File: src/mpmem_pkg.sv
package mpmem_pkg;

  //////////////////////////////
  // Geometry.
  //////////////////////////////

  localparam int NUM_BANKS = 4;
  localparam int BANK_BITS = 2;
  localparam int ROW_BITS  = 6;
  localparam int DATA_BITS = 16;

  // Up to 8 write or read ports.
  localparam int PORT_BITS = 3;

  //////////////////////////////
  // Port records.
  //////////////////////////////

  typedef struct packed {
    logic                 en;
    logic [BANK_BITS-1:0] bank;
    logic [ROW_BITS-1:0]  row;
    logic [DATA_BITS-1:0] data;
  } wr_req_t;

  typedef struct packed {
    logic                 en;
    logic [BANK_BITS-1:0] bank;
    logic [ROW_BITS-1:0]  row;
  } rd_req_t;

  typedef struct packed {
    logic                 vld;
    logic [DATA_BITS-1:0] data;
  } rd_rsp_t;

  // First offending write pair, highest and lowest port of one bank.
  typedef struct packed {
    logic [PORT_BITS-1:0] port_hi;
    logic [PORT_BITS-1:0] port_lo;
    logic [BANK_BITS-1:0] bank;
  } conflict_t;

endpackage

File: src/bank_ram.sv
module bank_ram #(
  parameter int NUM_RD   = 2,
  parameter int RD_DELAY = 2
) (
  input  logic                                           clk,
  input  logic                                           rst_n,
  input  logic                                           wr_en,
  input  logic [mpmem_pkg::ROW_BITS-1:0]                 wr_row,
  input  logic [mpmem_pkg::DATA_BITS-1:0]                wr_data,
  input  logic [NUM_RD-1:0][mpmem_pkg::ROW_BITS-1:0]     rd_row,
  output logic [NUM_RD-1:0][mpmem_pkg::DATA_BITS-1:0]    rd_data
);

  localparam int DEPTH = 2 ** mpmem_pkg::ROW_BITS;

  // One write port; every read port sees its own copy of the array.
  logic [mpmem_pkg::DATA_BITS-1:0] mem [DEPTH];

  logic [NUM_RD-1:0][RD_DELAY-1:0][mpmem_pkg::DATA_BITS-1:0] rd_pipe;

  always_ff @(posedge clk) begin
    if (wr_en) begin
      mem[wr_row] <= wr_data;
    end
  end

  //////////////////////////////
  // Read chains.
  //////////////////////////////

  // Stage 0 captures the word before a same-edge write lands.
  always_ff @(posedge clk) begin
    for (int p = 0; p < NUM_RD; p++) begin
      rd_pipe[p][0] <= mem[rd_row[p]];
      for (int s = 1; s < RD_DELAY; s++) begin
        rd_pipe[p][s] <= rd_pipe[p][s-1];
      end
    end
  end

  always_comb begin
    for (int p = 0; p < NUM_RD; p++) begin
      rd_data[p] = rd_pipe[p][RD_DELAY-1];
    end
  end

  a_wr_row_known: assert property (
    @(posedge clk) disable iff (!rst_n)
    wr_en |-> !$isunknown(wr_row)
  ) else $error("bank write with unknown row");

endmodule

File: src/write_crossbar.sv
module write_crossbar #(
  parameter int NUM_WR = 4
) (
  input  logic                                                   clk,
  input  logic                                                   rst_n,
  input  mpmem_pkg::wr_req_t [NUM_WR-1:0]                        wr_req,
  output logic [mpmem_pkg::NUM_BANKS-1:0]                        bank_wr_en,
  output logic [mpmem_pkg::NUM_BANKS-1:0][mpmem_pkg::ROW_BITS-1:0]  bank_wr_row,
  output logic [mpmem_pkg::NUM_BANKS-1:0][mpmem_pkg::DATA_BITS-1:0] bank_wr_data
);

  // Per bank, which enabled ports aim at it.
  logic [mpmem_pkg::NUM_BANKS-1:0][NUM_WR-1:0] bank_hit;

  //////////////////////////////
  // Priority select.
  //////////////////////////////

  // Walk from the top port down so the lowest port is written last and wins.
  always_comb begin
    bank_wr_en   = '0;
    bank_wr_row  = '0;
    bank_wr_data = '0;
    for (int w = NUM_WR - 1; w >= 0; w--) begin
      if (wr_req[w].en) begin
        bank_wr_en[wr_req[w].bank]   = 1'b1;
        bank_wr_row[wr_req[w].bank]  = wr_req[w].row;
        bank_wr_data[wr_req[w].bank] = wr_req[w].data;
      end
    end
  end

  for (genvar b = 0; b < mpmem_pkg::NUM_BANKS; b++) begin : g_bank
    for (genvar w = 0; w < NUM_WR; w++) begin : g_port
      assign bank_hit[b][w] = wr_req[w].en &&
                              (wr_req[w].bank == mpmem_pkg::BANK_BITS'(b));
    end

    a_bank_en: assert property (
      @(posedge clk) disable iff (!rst_n)
      bank_wr_en[b] == (|bank_hit[b])
    ) else $error("bank %0d write enable does not match requests", b);
  end

endmodule

File: src/read_pipeline.sv
module read_pipeline #(
  parameter int NUM_RD   = 2,
  parameter int RD_DELAY = 2
) (
  input  logic                                   clk,
  input  logic                                   rst_n,
  input  mpmem_pkg::rd_req_t [NUM_RD-1:0]        rd_req,
  output logic [mpmem_pkg::NUM_BANKS-1:0][NUM_RD-1:0][mpmem_pkg::ROW_BITS-1:0]  bank_rd_row,
  input  logic [mpmem_pkg::NUM_BANKS-1:0][NUM_RD-1:0][mpmem_pkg::DATA_BITS-1:0] bank_rd_data,
  output mpmem_pkg::rd_rsp_t [NUM_RD-1:0]        rd_rsp
);

  logic [NUM_RD-1:0][RD_DELAY-1:0]                           en_pipe;
  logic [NUM_RD-1:0][RD_DELAY-1:0][mpmem_pkg::BANK_BITS-1:0] bank_pipe;

  logic [NUM_RD-1:0]                          rsp_vld;
  logic [NUM_RD-1:0][mpmem_pkg::DATA_BITS-1:0] rsp_data;

  // Every bank starts the read; the delayed bank index picks the winner.
  always_comb begin
    for (int b = 0; b < mpmem_pkg::NUM_BANKS; b++) begin
      for (int p = 0; p < NUM_RD; p++) begin
        bank_rd_row[b][p] = rd_req[p].row;
      end
    end
  end

  //////////////////////////////
  // Request delay.
  //////////////////////////////

  always_ff @(posedge clk or negedge rst_n) begin
    if (!rst_n) begin
      en_pipe <= '0;
    end else begin
      for (int p = 0; p < NUM_RD; p++) begin
        en_pipe[p][0] <= rd_req[p].en;
        for (int s = 1; s < RD_DELAY; s++) begin
          en_pipe[p][s] <= en_pipe[p][s-1];
        end
      end
    end
  end

  always_ff @(posedge clk) begin
    for (int p = 0; p < NUM_RD; p++) begin
      bank_pipe[p][0] <= rd_req[p].bank;
      for (int s = 1; s < RD_DELAY; s++) begin
        bank_pipe[p][s] <= bank_pipe[p][s-1];
      end
    end
  end

  //////////////////////////////
  // Response register.
  //////////////////////////////

  always_ff @(posedge clk or negedge rst_n) begin
    if (!rst_n) begin
      rsp_vld <= '0;
    end else begin
      for (int p = 0; p < NUM_RD; p++) begin
        rsp_vld[p] <= en_pipe[p][RD_DELAY-1];
      end
    end
  end

  always_ff @(posedge clk) begin
    for (int p = 0; p < NUM_RD; p++) begin
      rsp_data[p] <= bank_rd_data[bank_pipe[p][RD_DELAY-1]][p];
    end
  end

  always_comb begin
    for (int p = 0; p < NUM_RD; p++) begin
      rd_rsp[p].vld  = rsp_vld[p];
      rd_rsp[p].data = rsp_data[p];
    end
  end

  // Vld is launched RD_DELAY edges after the request and sampled one later.
  for (genvar p = 0; p < NUM_RD; p++) begin : g_chk
    a_vld_has_req: assert property (
      @(posedge clk) disable iff (!rst_n)
      rd_rsp[p].vld |-> $past(rd_req[p].en, RD_DELAY + 1)
    ) else $error("read port %0d vld without a request", p);
  end

endmodule

File: src/bank_conflict_monitor.sv
module bank_conflict_monitor #(
  parameter int NUM_WR = 4
) (
  input  logic                            clk,
  input  logic                            rst_n,
  input  mpmem_pkg::wr_req_t [NUM_WR-1:0] wr_req,
  input  logic                            conflict_clr,
  output logic                            conflict,
  output mpmem_pkg::conflict_t            conflict_info
);

  // Pair j,k (k < j) enabled and aimed at one bank.
  logic [NUM_WR-1:0][NUM_WR-1:0] same_bank;
  logic                          any_pair;
  logic                          cur_hit;
  mpmem_pkg::conflict_t          cur_info;

  for (genvar j = 0; j < NUM_WR; j++) begin : g_hi
    for (genvar k = 0; k < NUM_WR; k++) begin : g_lo
      if (k < j) begin : g_pair
        assign same_bank[j][k] = wr_req[j].en && wr_req[k].en &&
                                 (wr_req[j].bank == wr_req[k].bank);
      end else begin : g_none
        assign same_bank[j][k] = 1'b0;
      end
    end
  end

  assign any_pair = |same_bank;

  //////////////////////////////
  // Record of this cycle.
  //////////////////////////////

  // Banks walked downward so the lowest conflicting bank is kept.
  always_comb begin
    logic                           found;
    logic [mpmem_pkg::PORT_BITS-1:0] lo;
    logic [mpmem_pkg::PORT_BITS-1:0] hi;
    cur_hit  = 1'b0;
    cur_info = '0;
    for (int b = mpmem_pkg::NUM_BANKS - 1; b >= 0; b--) begin
      found = 1'b0;
      lo    = '0;
      hi    = '0;
      for (int w = 0; w < NUM_WR; w++) begin
        if (wr_req[w].en && (wr_req[w].bank == mpmem_pkg::BANK_BITS'(b))) begin
          if (!found) begin
            lo = mpmem_pkg::PORT_BITS'(w);
          end
          found = 1'b1;
          hi    = mpmem_pkg::PORT_BITS'(w);
        end
      end
      if (found && (hi != lo)) begin
        cur_hit          = 1'b1;
        cur_info.port_hi = hi;
        cur_info.port_lo = lo;
        cur_info.bank    = mpmem_pkg::BANK_BITS'(b);
      end
    end
  end

  // Sticky flag; a clear with a fresh conflict reloads.
  always_ff @(posedge clk or negedge rst_n) begin
    if (!rst_n) begin
      conflict      <= 1'b0;
      conflict_info <= '0;
    end else if (cur_hit && (!conflict || conflict_clr)) begin
      conflict      <= 1'b1;
      conflict_info <= cur_info;
    end else if (conflict_clr) begin
      conflict      <= 1'b0;
      conflict_info <= '0;
    end
  end

  a_info_order: assert property (
    @(posedge clk) disable iff (!rst_n)
    conflict |-> (conflict_info.port_hi > conflict_info.port_lo)
  ) else $error("conflict record ports out of order");

  a_rise_has_pair: assert property (
    @(posedge clk) disable iff (!rst_n)
    $rose(conflict) |-> $past(any_pair)
  ) else $error("conflict raised without a same-bank pair");

endmodule

File: src/mpmem_top.sv
module mpmem_top #(
  parameter int NUM_WR   = 4,
  parameter int NUM_RD   = 2,
  parameter int RD_DELAY = 2
) (
  input  logic                            clk,
  input  logic                            rst_n,
  input  mpmem_pkg::wr_req_t [NUM_WR-1:0] wr_req,
  input  mpmem_pkg::rd_req_t [NUM_RD-1:0] rd_req,
  output mpmem_pkg::rd_rsp_t [NUM_RD-1:0] rd_rsp,
  input  logic                            conflict_clr,
  output logic                            conflict,
  output mpmem_pkg::conflict_t            conflict_info
);

  logic [mpmem_pkg::NUM_BANKS-1:0]                           bank_wr_en;
  logic [mpmem_pkg::NUM_BANKS-1:0][mpmem_pkg::ROW_BITS-1:0]  bank_wr_row;
  logic [mpmem_pkg::NUM_BANKS-1:0][mpmem_pkg::DATA_BITS-1:0] bank_wr_data;

  logic [mpmem_pkg::NUM_BANKS-1:0][NUM_RD-1:0][mpmem_pkg::ROW_BITS-1:0]  bank_rd_row;
  logic [mpmem_pkg::NUM_BANKS-1:0][NUM_RD-1:0][mpmem_pkg::DATA_BITS-1:0] bank_rd_data;

  write_crossbar #(.NUM_WR(NUM_WR)) u_write_crossbar (
    .clk          (clk),
    .rst_n        (rst_n),
    .wr_req       (wr_req),
    .bank_wr_en   (bank_wr_en),
    .bank_wr_row  (bank_wr_row),
    .bank_wr_data (bank_wr_data)
  );

  for (genvar b = 0; b < mpmem_pkg::NUM_BANKS; b++) begin : g_bank
    bank_ram #(.NUM_RD(NUM_RD), .RD_DELAY(RD_DELAY)) u_bank_ram (
      .clk     (clk),
      .rst_n   (rst_n),
      .wr_en   (bank_wr_en[b]),
      .wr_row  (bank_wr_row[b]),
      .wr_data (bank_wr_data[b]),
      .rd_row  (bank_rd_row[b]),
      .rd_data (bank_rd_data[b])
    );
  end

  read_pipeline #(.NUM_RD(NUM_RD), .RD_DELAY(RD_DELAY)) u_read_pipeline (
    .clk          (clk),
    .rst_n        (rst_n),
    .rd_req       (rd_req),
    .bank_rd_row  (bank_rd_row),
    .bank_rd_data (bank_rd_data),
    .rd_rsp       (rd_rsp)
  );

  // Watches the raw write ports alongside the crossbar.
  bank_conflict_monitor #(.NUM_WR(NUM_WR)) u_bank_conflict_monitor (
    .clk           (clk),
    .rst_n         (rst_n),
    .wr_req        (wr_req),
    .conflict_clr  (conflict_clr),
    .conflict      (conflict),
    .conflict_info (conflict_info)
  );

endmodule

File: config.mk
export PLATFORM = sky130hd
export DESIGN_NAME = mpmem_top
export DESIGN_NICKNAME = d
export VERILOG_FILES = /design/src/mpmem_pkg.sv /design/src/bank_ram.sv /design/src/write_crossbar.sv /design/src/read_pipeline.sv /design/src/bank_conflict_monitor.sv /design/src/mpmem_top.sv
export SDC_FILE = /design/constraint.sdc
export NUM_CORES = 2
export LEC_CHECK = 0
export BUFFER_PORTS_ARGS = -buffer_cell sky130_fd_sc_hd__buf_2
export CAP_MARGIN = 10
export CORE_ASPECT_RATIO = 0.6
export CORE_UTILIZATION = 55
export CTS_BUF_LIST = sky130_fd_sc_hd__clkbuf_2
export CTS_CLUSTER_DIAMETER = 60
export DETAILED_ROUTE_END_ITERATION = 16
export GPL_TIMING_DRIVEN = 1
export HOLD_SLACK_MARGIN = 0.15
export PLACE_DENSITY = 0.71
export SETUP_SLACK_MARGIN = 0.15
export SLEW_MARGIN = 10
export SYNTH_ARGS = -nofsm -noshare
export SYNTH_HDL_FRONTEND = slang
export SYNTH_SLANG_ARGS = --single-unit
File: constraint.sdc
create_clock -name clk -period 2.2 [get_ports clk]
set_input_delay 0.44 -clock clk [delete_from_list [all_inputs] [get_ports clk]]
set_output_delay 0.44 -clock clk [all_outputs]
set_load 0.03 [all_outputs]
==> flow_summary_export.csv <==
group,metric,value,unit
routing,antenna_left,0,
global_routing,grt_overflow_total,0,
placement,post-place-ws,-1.71,ns
logic_synthesis,seq_area_frac_synth,0.655,
clock_tree,ctsRootBufferMaster,"sky130_fd_sc_hd__clkbuf_2",
finish,final_util,0.670,
timing,max_slew.worst_pin.slew,1.22,ns
logic_synthesis,average_size_of_a_mapped_cell,22.2,µm²
timing,final.period_utilization,1.50,
timing,hold_viol,0,
timing,rsz0062_at_grt,"yes",
critical_path,critical_path.top_delay_family,"flip-flops",
finish,layout.cell_area.non_filler,238000,µm²
placement,port_buffers,161,
finish,area.growth.synth_to_final,20.7,%
clock_tree,clk_path_buf_depth,4,
clock_tree,path_clk_slew,0.11,ns
timing,setup-violations-final,2801,
floorplan,pin_count,164,
logic_synthesis,post_synth_inst_count,8874,
logic_synthesis,synth_flop_cell,"sky130_fd_sc_hd__edfxtp_1",
logic_synthesis,synth_enable_flop_cells,4096,
critical_path,crit_path_top_delay_cell,"sky130_fd_sc_hd__dfrtp_2",
floorplan,height_of_the_die,466,µm
timing,finalWorstSetupSlack,-1.11,ns
logic_synthesis,yosysUniqueCellTypes,55,
floorplan,coreArea,355000,µm²
pwr,cell_internal_pwr,125,mW
critical_path,critical_path.max_fanout,2,
placement,dpl_cell_area,223000,µm²
routing,remaining_drcs,0,
critical_path,r2r.worst_path.cells,6,
routing,drt_first_pass_iters,9,
placement,routability_congestion_estimate,1.02,
pwr,pwr-share-comb,0.138,
pwr,power.share.clock,0.308,
critical_path,critical_path_arrival,2.87,ns
critical_path,critPathLaunchType,"flip-flop",
clock_tree,cts_tree,"done",
logic_synthesis,yosysWarnings,0,
logic_synthesis,async_flop_share,0.00295,
placement,dp_hpwl,462,mm
logic_synthesis,synth_seq_cells,4405,
critical_path,slowest_delay,0.55,ns
pwr,power.share.switching,0.280,
critical_path,r2r-end,"g_bank[2].u_bank_ram.rd_pipe[46]$_DFF_P_",
run_status,failed_checks,"negative setup slack",
clock_tree,source_to_sink_clock_delay_at_the_later_pin_of_the_worst_skew_pair,2.17,ns
global_routing,antenna_found_initial,85,
pwr,total_power,174,mW
critical_path,cp_cell_sequence,"buf_6",
routing,drt_iter0_drc,19800,
finish,num-fill-cells,22900,
routing,via_per_inst,7.11,
timing,final.setup_skew,0.184,ns
hold_path,holdPathEnd,"u_bank_conflict_monitor.conflict_info[0]$_DFFE_PN0P_",
global_routing,first_pass_grt_wire_length,925,mm
timing,max_freq,0.302,GHz
critical_path,critical_path_buf_inv_count,1,
clock_tree,clock-sinks,4405,
critical_path,startpoint_of_the_lowest_slack_register_to_register_path,"g_bank[2].u_bank_ram.mem[37][14]$_DFFE_PP_",
routing,num_vias,120000,
floorplan,die_w,775,µm
critical_path,critical_path.endpoint_type,"primary output",
clock_tree,htree_num_levels,6,
hold_path,worstHoldStart,"wr_req[99]",
hold_path,timing.hold.worst_path_depth,12,
pwr,p_leak,73.3,nW
run_status,run_status,"finished with violations",
run,max-cap-violations,0,
routing,totalWireLength,667,mm
logic_synthesis,cell_area_synth,197000,µm²
critical_path,critical_path_class,"reg -> out",
clock_tree,cts_buffers,965,
finish,final_net_count,11500,
floorplan,die-area,361000,µm²
routing,route.detailed.wl_per_inst,39.3,µm
pwr,vdd_ir_drop_max,0.564,mV
finish,layout.cells.non_filler,17000,
pwr,powerDensity,729,nW/µm²
pwr,power.net_switching,48.6,mW
finish,layout-drive-gt1-share,0.544,
floorplan,initial_utilization,0.555,
placement,number_of_cells_after_detailed_placement,14800,
global_routing,first_global_vias,119000,
pwr,sequentialPowerShare,0.553,
global_routing,gr-usage-all-layers,0.369,
timing,max-slew-margin-rel,0.182,
critical_path,cp.required,1.76,ns
floorplan,core.rowCount,169,
timing,final_max_slew_viol_count,0,
global_routing,grt_max_degree,65,
timing,min_tclk_post_route,3.31,ns
critical_path,reg2reg_slack,-0.08,ns
hold_path,holdCritPathClass,"in -> reg",
-- area by class of cell --
type / instances / area (µm²) / area share
well taps: 4702 / 5880 / 0.0247
flip-flops and latches: 4405 / 129000 / 0.544
clock buffers: 1450 / 7260 / 0.0305
multi-input cells: 3778 / 67400 / 0.283
clock inverters: 312 / 1860 / 0.00782
diodes: 39 / 97.6 / 0.000410
repair buffers: 2268 / 26000 / 0.109
inverters: 2 / 7.51 / 0.0000315
-- registers in the layout (all words and copies together) (netlist names) --
name and cells:
g_bank.u_bank_ram.mem 4096, u_bank_conflict_monitor.conflict_info 6, u_read_pipeline.en_pipe 4, g_bank.u_bank_ram.rd_data 128, u_read_pipeline.rsp_vld 2, g_bank.u_bank_ram.rd_pipe 128, u_read_pipeline.rd_rsp 32, u_bank_conflict_monitor.conflict 1
u_read_pipeline.bank_pipe 8
-- worst max-delay path by stage --
| stage | startpoint | to | slack (ns) | cells after the start |
|---|---|---|---|---|
| finish | u_bank_conflict_monitor.conflict_info[5]$_DFFE_PN0P_ | conflict_info[5] | -1.11 | 1 |
| global route | u_bank_conflict_monitor.conflict_info[2]$_DFFE_PN0P_ | conflict_info[2] | -1.19 | 1 |
| CTS | u_bank_conflict_monitor.conflict_info[2]$_DFFE_PN0P_ | conflict_info[2] | -1.31 | 1 |
| detailed placement | wr_req[97] | g_bank[2].u_bank_ram.mem[28][7]$_DFFE_PP_ | -1.71 | 9 |
| global placement | wr_req[97] | g_bank[2].u_bank_ram.mem[28][7]$_DFFE_PP_ | -1.80 | 9 |
| floorplan | wr_req[73] | g_bank[0].u_bank_ram.mem[57][0]$_DFFE_PP_ | -0.75 | 8 |
-- per-layer routing --
layer  GRT usage  up-vias  part of all wire
met1       0.543    63200              0.36
met3       0.150     1430              0.17
met4       0.138       50             0.044
met2       0.501    10400              0.42
met5           0        -           0.00048
li1            -    45400                 -
-- timing repair --
item,4_1_cts,5_1_grt
setup buffers,4,8
hold buffers,368,23
setup endpoints to repair,136,7377
pin swaps,79,29
hold endpoints to repair,8346,6730
gates cloned,0,1
resized for setup,391,96
-- power groups by stage --
stage	Clock, mW	Combinational [mW]	Sequential [mW]
4_1_cts	54.0	23.3	96.0
3_3_place_gp	0	21.7	97.7
6_report	53.5	24.0	96.0
3_5_place_dp	0	22.1	97.8
5_1_grt	58.0	24.5	96.1
2_1_floorplan	0	10.5	97.2
-- stage by stage --
stage               setup TNS (ns)  hold WS (ns)
finish                     -641.09         0.235
global route               -439.67         0.186
CTS                       -1107.65         0.101
detailed placement        -5850.58         0.312
global placement          -5816.36         0.312
floorplan                 -4629.08         0.144
-- layout by cell type, fill, tap and decap left out, types with 8 or more instances in the layout --
| cell type | n |
|---|---|
| sky130_fd_sc_hd__edfxtp_1 | 4096 |
| sky130_fd_sc_hd__mux4_2 | 2592 |
| sky130_fd_sc_hd__clkbuf_2 | 1455 |
| sky130_fd_sc_hd__buf_4 | 1047 |
| sky130_fd_sc_hd__buf_12 | 634 |
| sky130_fd_sc_hd__dlygate4sd3_1 | 361 |
| sky130_fd_sc_hd__dfxtp_1 | 263 |
| sky130_fd_sc_hd__nor2_2 | 215 |
| sky130_fd_sc_hd__clkinv_1 | 206 |
| sky130_fd_sc_hd__nand2_1 | 148 |
| sky130_fd_sc_hd__a22oi_1 | 142 |
| sky130_fd_sc_hd__a22oi_2 | 114 |
| sky130_fd_sc_hd__buf_2 | 113 |
| sky130_fd_sc_hd__nor2_4 | 108 |
| sky130_fd_sc_hd__buf_6 | 95 |
| sky130_fd_sc_hd__o22ai_1 | 67 |
| sky130_fd_sc_hd__a221oi_1 | 66 |
| sky130_fd_sc_hd__nor2_1 | 53 |
| sky130_fd_sc_hd__clkinv_2 | 48 |
| sky130_fd_sc_hd__nand2_4 | 41 |
| sky130_fd_sc_hd__diode_2 | 39 |
| sky130_fd_sc_hd__nand2_2 | 33 |
| sky130_fd_sc_hd__dfxtp_4 | 28 |
| sky130_fd_sc_hd__nand3_1 | 27 |
| sky130_fd_sc_hd__nor3_1 | 22 |
| sky130_fd_sc_hd__clkinvlp_4 | 18 |
| sky130_fd_sc_hd__bufinv_16 | 18 |
| sky130_fd_sc_hd__nand3b_1 | 12 |
| sky130_fd_sc_hd__a311o_1 | 12 |
| sky130_fd_sc_hd__a311oi_1 | 12 |
| sky130_fd_sc_hd__o21ai_0 | 12 |
| sky130_fd_sc_hd__nor2b_1 | 9 |
| sky130_fd_sc_hd__inv_6 | 8 |
-- kinds of logic (layout without fill, tap and decap cells) --
| group | Yosys count | in the layout | share of synthesized area |
|---|---|---|---|
| flip-flops | 4405 | 4405 | 0.655 |
| multiplexers | 2594 | 2594 | 0.296 |
| AND/OR/NAND/NOR | 717 | 717 | 0.0152 |
| buffers and inverters | 692 | 4032 | 0.0151 |
| AO/OA/AOI/OAI | 464 | 464 | 0.0181 |
| adder cells (fa/ha/maj) | 1 | 1 | 0.0000508 |
| other | 1 | 41 | 0.0000190 |
-- Yosys cell counts (all sizes together), types with 2 or more instances --
master	number	area share
dfrtp	13	0.0016
a22oi	256	0.0097
mux2	2	0.00011
dfxtp	296	0.030
o41ai	2	0.00022
o221a	4	0.00023
nor3b	4	0.00023
a221oi	69	0.0031
nand3	28	0.00074
nor3	26	0.00066
or3	2	0.000063
o22ai	67	0.0021
or2	2	0.000063
a311oi	16	0.00071
and3b	9	0.00040
inv	2	0.000038
nand2b	4	0.00013
nor2b	13	0.00041
o21ai	12	0.00030
mux4	2592	0.30
a32oi	3	0.00013
edfxtp	4096	0.62
a211oi	3	0.00011
nand3b	12	0.00046
a221o	4	0.00020
nand2	223	0.0042
a311o	12	0.00061
a21oi	5	0.00013
clkbuf	379	0.0072
and3	4	0.00013
buf	311	0.0078
o31ai	2	0.000076
nor2	376	0.0072
and2	7	0.00022
o221ai	5	0.00022
or3b	4	0.00018
No activity file was read; power rests on OpenSTA's default activity.
